--- config.mk ---
export PLATFORM = sky130hd
export DESIGN_NAME = ni_send_top
export DESIGN_NICKNAME = d
export VERILOG_FILES = /design/src/hdl/ni_send_pkg.sv /design/src/hdl/stream_if.sv /design/src/hdl/credit_output.sv /design/src/hdl/flit_framer.sv /design/src/hdl/ni_send_top.sv /design/src/hdl/send_descriptor_port.sv /design/src/hdl/word_fetch.sv
export SDC_FILE = /design/constraint.sdc
export NUM_CORES = 1
export LEC_CHECK = 0
export BUFFER_PORTS_ARGS = -buffer_cell sky130_fd_sc_hd__buf_2
export CAP_MARGIN = 40
export CORE_AREA = 10 10 179 181
export CTS_CLUSTER_DIAMETER = 60
export DETAILED_ROUTE_END_ITERATION = 8
export DIE_AREA = 0 0 189 191
export PLACE_DENSITY = 0.56
export SYNTH_ARGS = -nofsm -noshare
export SYNTH_HDL_FRONTEND = slang
export SYNTH_SLANG_ARGS = --single-unit
--- constraint.sdc ---
create_clock -name clk -period 4.3 [get_ports clk]
set_input_delay 0.43 -clock clk [delete_from_list [all_inputs] [get_ports clk]]
set_output_delay 0.43 -clock clk [all_outputs]
set_load 0.1 [all_outputs]
--- src/hdl/ni_send_pkg.sv ---
`default_nettype none

package ni_send_pkg;

    localparam int DATA_W    = 32;   // memory word and flit payload
    localparam int ADDR_W    = 16;   // word address
    localparam int EADDR_W   = 8;    // endpoint address
    localparam int CLASS_W   = 2;
    localparam int LEN_W     = 10;   // 1 to 1023 words
    localparam int BUF_DEPTH = 4;    // router input buffer, in flits
    localparam int CREDIT_W  = $clog2(BUF_DEPTH + 1);
    localparam int FLIT_W    = 2 + DATA_W;

    // top two flit bits
    localparam logic [1:0] HDR_FLAG  = 2'b10;
    localparam logic [1:0] BODY_FLAG = 2'b00;
    localparam logic [1:0] TAIL_FLAG = 2'b01;

    localparam logic [31:0] CRC_POLY = 32'h04C1_1DB7;
    localparam logic [31:0] CRC_INIT = 32'hFFFF_FFFF;

    typedef struct packed {
        logic [EADDR_W-1:0] dest;
        logic [CLASS_W-1:0] pck_class;
        logic [LEN_W-1:0]   length;
        logic [ADDR_W-1:0]  start;
    } send_desc_t;

    typedef enum logic [1:0] {ITEM_DESC, ITEM_DATA, ITEM_LAST} item_kind_t;

    typedef struct packed {
        item_kind_t        kind;
        logic [DATA_W-1:0] data;   // header layout for desc items, src left zero
    } fetch_item_t;

    typedef struct packed {
        logic [1:0]        flag;
        logic [DATA_W-1:0] payload;
    } flit_t;

    // one word, msb first, no reflection
    function automatic logic [31:0] crc32_next(input logic [31:0] crc,
                                               input logic [DATA_W-1:0] word);
        logic [31:0] c;
        logic        fb;
        c = crc;
        for (int i = DATA_W - 1; i >= 0; i--) begin
            fb = c[31] ^ word[i];
            c  = {c[30:0], 1'b0};
            if (fb) begin
                c = c ^ CRC_POLY;
            end
        end
        return c;
    endfunction

endpackage

`default_nettype wire

--- src/hdl/stream_if.sv ---
`timescale 1ns/100ps
`default_nettype none

// valid/ready stream, one item per cycle when both are high
interface stream_if #(
    parameter type payload_t = logic
) ();

    logic     valid;
    logic     ready;
    payload_t data;

    modport source (
        output valid,
        output data,
        input  ready
    );

    modport sink (
        input  valid,
        input  data,
        output ready
    );

endinterface

`default_nettype wire

--- src/hdl/credit_output.sv ---
`timescale 1ns/100ps
`default_nettype none

module credit_output (
    input  logic                            clk,
    input  logic                            reset,
    stream_if.sink                          flit_i,
    input  logic                            credit_i,
    output logic [ni_send_pkg::FLIT_W-1:0]  flit_o,
    output logic                            flit_wr_o
);

    logic [ni_send_pkg::CREDIT_W-1:0]  count_q;   // flits held in the router buffer
    logic [ni_send_pkg::CREDIT_W:0]    pending;
    logic                              wr_q;
    ni_send_pkg::flit_t                flit_q;
    logic                              fire;

    // include the write already on its way out
    assign pending     = {1'b0, count_q} + {{ni_send_pkg::CREDIT_W{1'b0}}, wr_q};
    assign flit_i.ready = pending < ni_send_pkg::BUF_DEPTH;
    assign fire        = flit_i.valid && flit_i.ready;

    always_ff @(posedge clk or posedge reset) begin
        if (reset) begin
            count_q <= '0;
            wr_q    <= 1'b0;
        end else begin
            wr_q <= fire;
            if (wr_q && !credit_i) begin
                count_q <= count_q + 1'b1;
            end else if (!wr_q && credit_i) begin
                count_q <= count_q - 1'b1;
            end
        end
    end

    always_ff @(posedge clk) begin
        if (fire) begin
            flit_q <= flit_i.data;
        end
    end

    assign flit_o    = flit_q;
    assign flit_wr_o = wr_q;

endmodule

`default_nettype wire

--- src/hdl/flit_framer.sv ---
`timescale 1ns/100ps
`default_nettype none

module flit_framer (
    input  logic                             clk,
    input  logic                             reset,
    input  logic [ni_send_pkg::EADDR_W-1:0]  node_addr_i,
    stream_if.sink                           item_i,
    stream_if.source                         flit_o
);

    logic                             flit_valid_q;
    ni_send_pkg::flit_t               flit_q;
    logic                             tail_pend_q;   // last body in the output register
    logic [31:0]                      crc_q;
    logic [ni_send_pkg::DATA_W-1:0]   hdr_payload;
    logic                             item_fire;
    logic                             flit_fire;
    logic                             tail_load;

    assign flit_fire    = flit_valid_q && flit_o.ready;
    assign item_i.ready = !tail_pend_q && (!flit_valid_q || flit_o.ready);
    assign item_fire    = item_i.valid && item_i.ready;
    assign tail_load    = tail_pend_q && flit_fire;

    // desc item already carries dest, class and length
    always_comb begin
        hdr_payload = item_i.data.data;
        hdr_payload[2*ni_send_pkg::EADDR_W-1:ni_send_pkg::EADDR_W] = node_addr_i;
    end

    always_ff @(posedge clk or posedge reset) begin
        if (reset) begin
            flit_valid_q <= 1'b0;
            tail_pend_q  <= 1'b0;
        end else begin
            if (item_fire) begin
                flit_valid_q <= 1'b1;
                if (item_i.data.kind == ni_send_pkg::ITEM_LAST) begin
                    tail_pend_q <= 1'b1;
                end
            end else if (tail_load) begin
                flit_valid_q <= 1'b1;   // tail follows right behind
                tail_pend_q  <= 1'b0;
            end else if (flit_fire) begin
                flit_valid_q <= 1'b0;
            end
        end
    end

    always_ff @(posedge clk) begin
        if (item_fire) begin
            if (item_i.data.kind == ni_send_pkg::ITEM_DESC) begin
                flit_q.flag    <= ni_send_pkg::HDR_FLAG;
                flit_q.payload <= hdr_payload;
                crc_q          <= ni_send_pkg::CRC_INIT;   // new packet
            end else begin
                flit_q.flag    <= ni_send_pkg::BODY_FLAG;
                flit_q.payload <= item_i.data.data;
                crc_q          <= ni_send_pkg::crc32_next(crc_q, item_i.data.data);
            end
        end else if (tail_load) begin
            flit_q.flag    <= ni_send_pkg::TAIL_FLAG;
            flit_q.payload <= crc_q;
        end
    end

    assign flit_o.valid = flit_valid_q;
    assign flit_o.data  = flit_q;

endmodule

`default_nettype wire

--- src/hdl/ni_send_top.sv ---
`timescale 1ns/100ps
`default_nettype none

module ni_send_top (
    input  logic                             clk,
    input  logic                             reset,
    input  logic [ni_send_pkg::EADDR_W-1:0]  node_addr_i,
    // descriptor entry, four-phase
    input  logic                             desc_req_i,
    input  logic [ni_send_pkg::EADDR_W-1:0]  desc_dest_i,
    input  logic [ni_send_pkg::CLASS_W-1:0]  desc_class_i,
    input  logic [ni_send_pkg::LEN_W-1:0]    desc_len_i,
    input  logic [ni_send_pkg::ADDR_W-1:0]   desc_addr_i,
    output logic                             desc_ack_o,
    // memory read master
    output logic [ni_send_pkg::ADDR_W-1:0]   mem_addr_o,
    output logic                             mem_stb_o,
    input  logic [ni_send_pkg::DATA_W-1:0]   mem_data_i,
    input  logic                             mem_ack_i,
    // router side
    output logic [ni_send_pkg::FLIT_W-1:0]   flit_o,
    output logic                             flit_wr_o,
    input  logic                             credit_i
);

    stream_if #(.payload_t(ni_send_pkg::send_desc_t))  desc_s ();
    stream_if #(.payload_t(ni_send_pkg::fetch_item_t)) item_s ();
    stream_if #(.payload_t(ni_send_pkg::flit_t))       flit_s ();

    send_descriptor_port send_descriptor_port_inst (
        .clk          (clk),
        .reset        (reset),
        .desc_req_i   (desc_req_i),
        .desc_dest_i  (desc_dest_i),
        .desc_class_i (desc_class_i),
        .desc_len_i   (desc_len_i),
        .desc_addr_i  (desc_addr_i),
        .desc_ack_o   (desc_ack_o),
        .desc_o       (desc_s.source)
    );

    word_fetch word_fetch_inst (
        .clk        (clk),
        .reset      (reset),
        .desc_i     (desc_s.sink),
        .item_o     (item_s.source),
        .mem_addr_o (mem_addr_o),
        .mem_stb_o  (mem_stb_o),
        .mem_data_i (mem_data_i),
        .mem_ack_i  (mem_ack_i)
    );

    flit_framer flit_framer_inst (
        .clk         (clk),
        .reset       (reset),
        .node_addr_i (node_addr_i),
        .item_i      (item_s.sink),
        .flit_o      (flit_s.source)
    );

    credit_output credit_output_inst (
        .clk       (clk),
        .reset     (reset),
        .flit_i    (flit_s.sink),
        .credit_i  (credit_i),
        .flit_o    (flit_o),
        .flit_wr_o (flit_wr_o)
    );

endmodule

`default_nettype wire

--- src/hdl/send_descriptor_port.sv ---
`timescale 1ns/100ps
`default_nettype none

module send_descriptor_port (
    input  logic                             clk,
    input  logic                             reset,
    input  logic                             desc_req_i,
    input  logic [ni_send_pkg::EADDR_W-1:0]  desc_dest_i,
    input  logic [ni_send_pkg::CLASS_W-1:0]  desc_class_i,
    input  logic [ni_send_pkg::LEN_W-1:0]    desc_len_i,
    input  logic [ni_send_pkg::ADDR_W-1:0]   desc_addr_i,
    output logic                             desc_ack_o,
    stream_if.source                         desc_o
);

    logic                    ack_q;
    logic                    full_q;   // hold register occupied
    ni_send_pkg::send_desc_t hold_q;
    logic                    take;

    // new request, previous handshake closed, room to store
    assign take = desc_req_i && !ack_q && !full_q;

    always_ff @(posedge clk or posedge reset) begin
        if (reset) begin
            ack_q  <= 1'b0;
            full_q <= 1'b0;
        end else begin
            if (take) begin
                ack_q <= 1'b1;
            end else if (!desc_req_i) begin
                ack_q <= 1'b0;   // phase 4, follows req down
            end

            if (take) begin
                full_q <= 1'b1;
            end else if (desc_o.valid && desc_o.ready) begin
                full_q <= 1'b0;
            end
        end
    end

    always_ff @(posedge clk) begin
        if (take) begin
            hold_q.dest      <= desc_dest_i;
            hold_q.pck_class <= desc_class_i;
            hold_q.length    <= desc_len_i;
            hold_q.start     <= desc_addr_i;
        end
    end

    assign desc_ack_o   = ack_q;
    assign desc_o.valid = full_q;
    assign desc_o.data  = hold_q;

endmodule

`default_nettype wire

--- src/hdl/word_fetch.sv ---
`timescale 1ns/100ps
`default_nettype none

module word_fetch (
    input  logic                            clk,
    input  logic                            reset,
    stream_if.sink                          desc_i,
    stream_if.source                        item_o,
    output logic [ni_send_pkg::ADDR_W-1:0]  mem_addr_o,
    output logic                            mem_stb_o,
    input  logic [ni_send_pkg::DATA_W-1:0]  mem_data_i,
    input  logic                            mem_ack_i
);

    typedef enum logic {S_IDLE, S_READ} state_t;

    state_t                            state_q;
    logic [ni_send_pkg::ADDR_W-1:0]    addr_q;
    logic [ni_send_pkg::LEN_W-1:0]     left_q;   // words still to read
    logic                              stb_q;
    logic                              item_valid_q;
    ni_send_pkg::fetch_item_t          item_q;
    logic                              out_free;
    logic                              desc_fire;
    logic                              mem_done;

    assign out_free     = !item_valid_q || item_o.ready;   // empty or leaving now
    assign desc_i.ready = (state_q == S_IDLE) && out_free;
    assign desc_fire    = desc_i.valid && desc_i.ready;
    assign mem_done     = stb_q && mem_ack_i;

    always_ff @(posedge clk or posedge reset) begin
        if (reset) begin
            state_q      <= S_IDLE;
            addr_q       <= '0;
            left_q       <= '0;
            stb_q        <= 1'b0;
            item_valid_q <= 1'b0;
        end else begin
            if (item_valid_q && item_o.ready) begin
                item_valid_q <= 1'b0;
            end
            case (state_q)
                S_IDLE: begin
                    if (desc_fire) begin
                        item_valid_q <= 1'b1;   // header item first
                        addr_q       <= desc_i.data.start;
                        left_q       <= desc_i.data.length;
                        state_q      <= S_READ;
                    end
                end
                S_READ: begin
                    if (mem_done) begin
                        stb_q        <= 1'b0;   // at least one idle cycle between strobes
                        item_valid_q <= 1'b1;
                        addr_q       <= addr_q + 1'b1;
                        left_q       <= left_q - 1'b1;
                        if (left_q == 1) begin
                            state_q <= S_IDLE;
                        end
                    end else if (!stb_q && out_free) begin
                        stb_q <= 1'b1;   // stall while the previous item waits
                    end
                end
                default: state_q <= S_IDLE;
            endcase
        end
    end

    always_ff @(posedge clk) begin
        if (desc_fire) begin
            item_q.kind <= ni_send_pkg::ITEM_DESC;
            item_q.data <= {{(ni_send_pkg::DATA_W - 2 * ni_send_pkg::EADDR_W
                              - ni_send_pkg::CLASS_W - ni_send_pkg::LEN_W){1'b0}},
                            desc_i.data.length,
                            desc_i.data.pck_class,
                            {ni_send_pkg::EADDR_W{1'b0}},   // src slot, framer fills it
                            desc_i.data.dest};
        end else if (mem_done) begin
            item_q.kind <= (left_q == 1) ? ni_send_pkg::ITEM_LAST : ni_send_pkg::ITEM_DATA;
            item_q.data <= mem_data_i;
        end
    end

    assign item_o.valid = item_valid_q;
    assign item_o.data  = item_q;
    assign mem_addr_o   = addr_q;
    assign mem_stb_o    = stb_q;

endmodule

`default_nettype wire

* Yosys cells after proc, flatten, opt, wreduce, memory -nomap -nowiden *
Cells that the tools add are included.

storage, ports and cells
  logic and storage cells = 260
  input bits = 81
  output and inout port bits = 53
  register bits after elaboration = 207

operators by class
  bitwise logic cells = 65
  order comparisons = 1
  add/sub/neg operators = 5
  equality and inequality tests = 6
  multiplexer cells = 128
  reductions and logical operators = 32

operators by type and width
  operator                                                    number
  two-way mux 32 bit                                          62
  two-way mux 27 bit                                          32
  inverter 14 bit                                             32
  two-way mux 34 bit                                          3
  two-way mux 28 bit                                          2
  two-way mux 16 bit                                          2
  case mux 16 bit (2 select lines)                            1
  XOR 1 bit                                                   32
  two-way mux 10 bit                                          2
  case mux 10 bit (2 select lines)                            1
  two-way mux 1 bit                                           18
  adder 16 x 1 -> 16 bit, second input constant               1
  logical AND 1 bit                                           12
  == test 10 x 1 -> 1 bit, second input constant              1
  nonzero test 2 bit                                          5
  subtractor 10 x 1 -> 10 bit, second input constant          1
  logical NOT 1 bit                                           8
  two-way mux 3 bit                                           2
  AND reduction 2 bit                                         3
  adder 3 x 1 -> 4 bit                                        1
  less-than comparator 4 x 3 -> 1 bit, second input constant  1
  != test 2 x 1 -> 1 bit, second input constant               2
  != test 2 bit, second input constant                        2
  case mux 1 bit (2 select lines)                             2
  other kinds (8)                                             9

* Longest topological paths before layout *
  depth after elaboration = 128
  mapped depth = 9
  gate-level depth less buffers = 9

* Modules after synthesis *
A second synthesis with hierarchy kept.

second synthesis, totals
  cells, all modules = 924
  area total of the unflattened synthesis = 11461.0 um2

modules (own cells, without submodules)
  module                times used  area each (um2)  seq. area each (um2)  cells each
  flit_framer           1           5880.6           2031.9                477
  word_fetch            1           3191.8           1606.5                353
  credit_output         1           1218.7           1121.1                50
  send_descriptor_port  1           1169.9           1131.1                44

* Worst setup path after synthesis *
OpenSTA, ideal clock, no wires.

  path kind = flip-flop to flip-flop
  start = reg send_descriptor_port_inst.ack_q (netlist: send_descriptor_port_inst.desc_ack_o)
  end = reg send_descriptor_port_inst.hold_q, in the netlist send_descriptor_port_inst.desc_o.data[0], enable pin
  path buffers = 0
  clock period less this slack = 4.062 ns
  stages on the path, launching flop included = 2
  setup time = 0.482 ns
  data arrival time = 3.580 ns
  required time = 3.818 ns
  setup slack = 0.238 ns
  cells stage by stage = dfrtp_1 -> nor3b_1

on the way
  longest elaborated chain between the ends = 3

RTL lines
  item                                      RTL line                    source
  start, declared                           send_descriptor_port.sv:16  logic ack_q;
  start signal, assigned                    send_descriptor_port.sv:26  ack_q <= 1'b0;
  start signal, assigned                    send_descriptor_port.sv:30  ack_q <= 1'b1;
  start signal, assigned                    send_descriptor_port.sv:32  ack_q <= 1'b0;
  logical NOT 1 bit                         send_descriptor_port.sv:22  assign take = desc_req_i && !ack_q && !full_q;
  logical AND 1 bit (2 in series)           send_descriptor_port.sv:22
  named net send_descriptor_port_inst.take  send_descriptor_port.sv:19  logic take;
  end, declared                             send_descriptor_port.sv:18  ni_send_pkg::send_desc_t hold_q;

The timed path passes the listed nets, and every way through them passes these cells.
A chain may end at the register's enable or synchronous reset.

* Final worst setup path *
  start = reg flit_framer_inst.crc_q[20]
  end = reg flit_framer_inst.crc_q[6], data pin

on the way
  longest elaborated chain between the ends = 94
  elaborated cells on any way between the ends = 112
  classes of those cells = mux: 88; bitwise: 24

RTL lines
  item                              RTL line           source
  start, declared                   flit_framer.sv:15  logic [31:0] crc_q;
  start signal, assigned            flit_framer.sv:56  crc_q <= ni_send_pkg::CRC_INIT;
  start signal, assigned            flit_framer.sv:60  crc_q <= ni_send_pkg::crc32_next(crc_q, item_i.data.data);
  two-way mux 27 bit (*)            ni_send_pkg.sv:50  if (fb) begin
  two-way mux 32 bit (*)            flit_framer.sv:53  if (item_i.data.kind == ni_send_pkg::ITEM_DESC) begin
  two-way mux 32 bit (*)            flit_framer.sv:52  if (item_fire) begin
  inverter 14 bit (no source line)  --
  two-way mux 27 bit (*)            ni_send_pkg.sv:50
  two-way mux 32 bit (*)            flit_framer.sv:53
  two-way mux 32 bit (*)            flit_framer.sv:52
  inverter 14 bit (no source line)  --
  [78 not listed]                   --
  two-way mux 27 bit                ni_send_pkg.sv:50
  two-way mux 32 bit (*)            flit_framer.sv:53
  two-way mux 32 bit (*)            flit_framer.sv:52
  inverter 14 bit (no source line)  --
  two-way mux 27 bit (*)            ni_send_pkg.sv:50
  two-way mux 32 bit (*)            flit_framer.sv:53
  two-way mux 32 bit (*)            flit_framer.sv:52
  two-way mux 27 bit (*)            ni_send_pkg.sv:50

Mark *: on every way between the ends. The rest lies on a longest branch, timed or not. The select of a mux whose other input is x is not followed.

==> reports/qor.txt <==
vias per std cell: 4.846
routability cong.: 0.9050
CTS sink count: 207
Routed WL: 29.38 mm
Longest Clk Path Bufs: 3
DRT iter0 DRCs: 444
Yosys top cell by area: edfxtp_1
Post-CTS Setup Bufs: 0
max_cap viols: 0
Post-synth EDFFs: 156
Slew headroom: 42.32%
Setup crit start: flit_framer_inst.crc_q[20]
DRT Pass-1 Iters: 4
pin count of the biggest net entering global routing: 69
# resized after CTS: 0
Core Area: 0.02847 sq mm
Layout Nets: 1147
total number of vias: 7100
sequential area share after synthesis: 52.78%
Root Driver: clkbuf_16
worst-margin pin slew: 0.8632 ns
CTS Buf Count: 26
required time worst endpoint: 4.57 ns
Synth top area share: 41.97%
All-Layer GR Usage: 16.02%
Setup crit start kind: flip-flop
layout cells sized above 1: 26.18%
status: finished clean
Die X: 189 microns
# hold bufs at CTS: 0
PortBufs: 133
num rows: 62
Hold Vio Cnt, Final: 0
Syn Nets: 971
GRT overflow: 0
H-tree Lvls: 1
Critical Path AT: 4.29 ns
syn_area_per_cell: 12.61 sq um
post-route ant nets: 0
Crit. End Element: flip-flop
min Tclk post-route: 4.020 ns
dominant synthesized flop cell: edfxtp_1
die extent in y: 191 microns
WS Path Type: flip-flop to flip-flop
worst r2r src: flit_framer_inst.crc_q[20]
Post-Synthesis Cells: 885
I/O pin total: 134
number of global-route vias before repair: 7215
hold crit path type: primary input to async pin
first-pass GRT wire length: 44.71 mm
Final period util: 93.49%
Clock transition at path regs: 0.06 ns
largest cells by area after synthesis: edfxtp_1 (42%), xnor2_1 (13%), dfrtp_1 (8.3%)
top-count cell post-synth: xnor2_1
final setup fails: 0
cell area after synthesis: 0.01116 sq mm
worst clock skew: 0.01338 ns
Slew Viols, Final: 0
detailed-route DRC error count: 0
die area: 0.03610 sq mm
Initial Utilization: 39.20%
WL per Instance: 20.05 microns
Yosys Warn Count: 0
Post-DP HPWL: 21.86 mm
ANT cells: 0
CTS tree: built
Synth async-reset ratio: 17.87%
RSZ-0062 raised after global routing: no
Max Clk Rate: 248.8 MHz
Unique masters post-synth: 49
#FFs+latches synth: 207
Synth top cells by count: xnor2_1 (168), edfxtp_1 (156), nand2_1 (139)
Clock Latency Late Sink: 0.53 ns
initial antenna violation count: 0
crit-path max FO: 7
P&R area growth vs syn: 20.37%
Setup TNS Final: 0 ns
==> final timing paths <==
kind | end | slack [ns] | cells past startpoint
setup / recovery | flit_framer_inst.crc_q[6] | 0.28 | 9
hold / removal | credit_output_inst.flit_wr_o | 0.02 | 3
setup reg to reg | flit_framer_inst.crc_q[6] | 0.28 | 9
hold reg to reg | credit_output_inst.flit_o[17] | 0.41 | 0
max in group asynchronous | word_fetch_inst.mem_addr_o[7] | 3.91 | 3
min in group clk | send_descriptor_port_inst.desc_o.data[1] | 0.07 | 1
==> cell families (layout without fill, tap and decap cells) <==
kind of cell / after synthesis / count (layout) / synth area share, %
compound gates: 94 / 94 / 4.798
xor+xnor: 269 / 269 / 28.18
fa+ha+maj: 5 / 5 / 0.6278
buf+inv: 41 / 237 / 1.379
flops: 207 / 207 / 52.78
mux: 30 / 30 / 2.971
simple gates: 239 / 239 / 9.260
==> cell usage in the layout (no fill, tap or decap), types with 6 or more instances in the layout <==
| cell type | netlist | layout |
|---|---|---|
| a21oi_1 | 42 | 42 |
| a31oi_1 | 12 | 12 |
| and3_1 | 7 | 7 |
| buf_2 | 0 | 133 |
| buf_4 | 0 | 45 |
| clkbuf_1 | 28 | 6 |
| clkbuf_16 | 0 | 27 |
| dfrtp_1 | 37 | 37 |
| dfxtp_1 | 14 | 14 |
| edfxtp_1 | 156 | 156 |
| inv_1 | 9 | 8 |
| mux2_2 | 25 | 25 |
| nand2_1 | 139 | 139 |
| nand3_1 | 31 | 31 |
| nor2_1 | 30 | 29 |
| nor3_1 | 7 | 7 |
| o21ai_0 | 18 | 18 |
| o22ai_1 | 7 | 7 |
| xnor2_1 | 168 | 168 |
| xnor2_2 | 15 | 15 |
| xnor3_1 | 29 | 29 |
| xnor3_2 | 6 | 6 |
| xor2_1 | 38 | 38 |
==> registers in the layout (all words and copies together), names as in the netlist, 3 cells and up <==
signal / cells
send_descriptor_port_inst.desc_o.data: 36
credit_output_inst.flit_o: 34
flit_framer_inst.flit_o.data: 34
word_fetch_inst.item_o.data: 34
flit_framer_inst.crc_q: 32
word_fetch_inst.mem_addr_o: 16
word_fetch_inst.left_q: 10
credit_output_inst.count_q: 3
==> metrics by stage <==
stage	setup WS [ns]	hold WS, ns	instance area [sq um]	instances	utilization, %
after floorplan	0.2377	0.4003	11160	885	-
after global placement	0.3972	0.4016	12550	1415	44.08
after detailed placement	0.3116	0.4045	12590	1417	44.21
after CTS	0.2972	0.03654	13430	1465	47.19
after global routing	0.09616	0.05974	13430	1465	47.19
final	0.2800	0.02195	13430	1465	47.19
==> final cells by class <==
cell class	instances	area [sq um]
Clock inverter	14	136.4
Fill cell	2618	15040
Clock buffer	34	711.9
Timing Repair Buffer	180	1051
Inverter	9	33.78
Tap cell	384	480.5
Sequential cell	207	5891
Multi-Input combinational cell	637	5130
==> critical path, cell delays in order, from the launching register on <==
cell	delay [ns]
edfxtp_1	0.40
xnor2_1	0.50
xnor3_2	0.54
xnor3_2	0.48
xnor3_2	0.32
xnor3_4	0.63
xnor2_1	0.42
xnor2_1	0.23
xnor2_1	0.17
nand2_1	0.07
==> layer usage <==
| layer | up-vias | GRT usage [%] | share of wire, % |
|---|---|---|---|
| met1 | 3418 | 22.74 | 48 |
| met4 | 0 | 4.182 | 2.3 |
| met5 | - | 0 | 0 |
| met3 | 43 | 2.915 | 5.3 |
| li1 | 3439 | - | - |
| met2 | 200 | 24.76 | 45 |
Power is not shown: default switching activity piles up to over one toggle a cycle in this logic, so the estimate is an artifact.
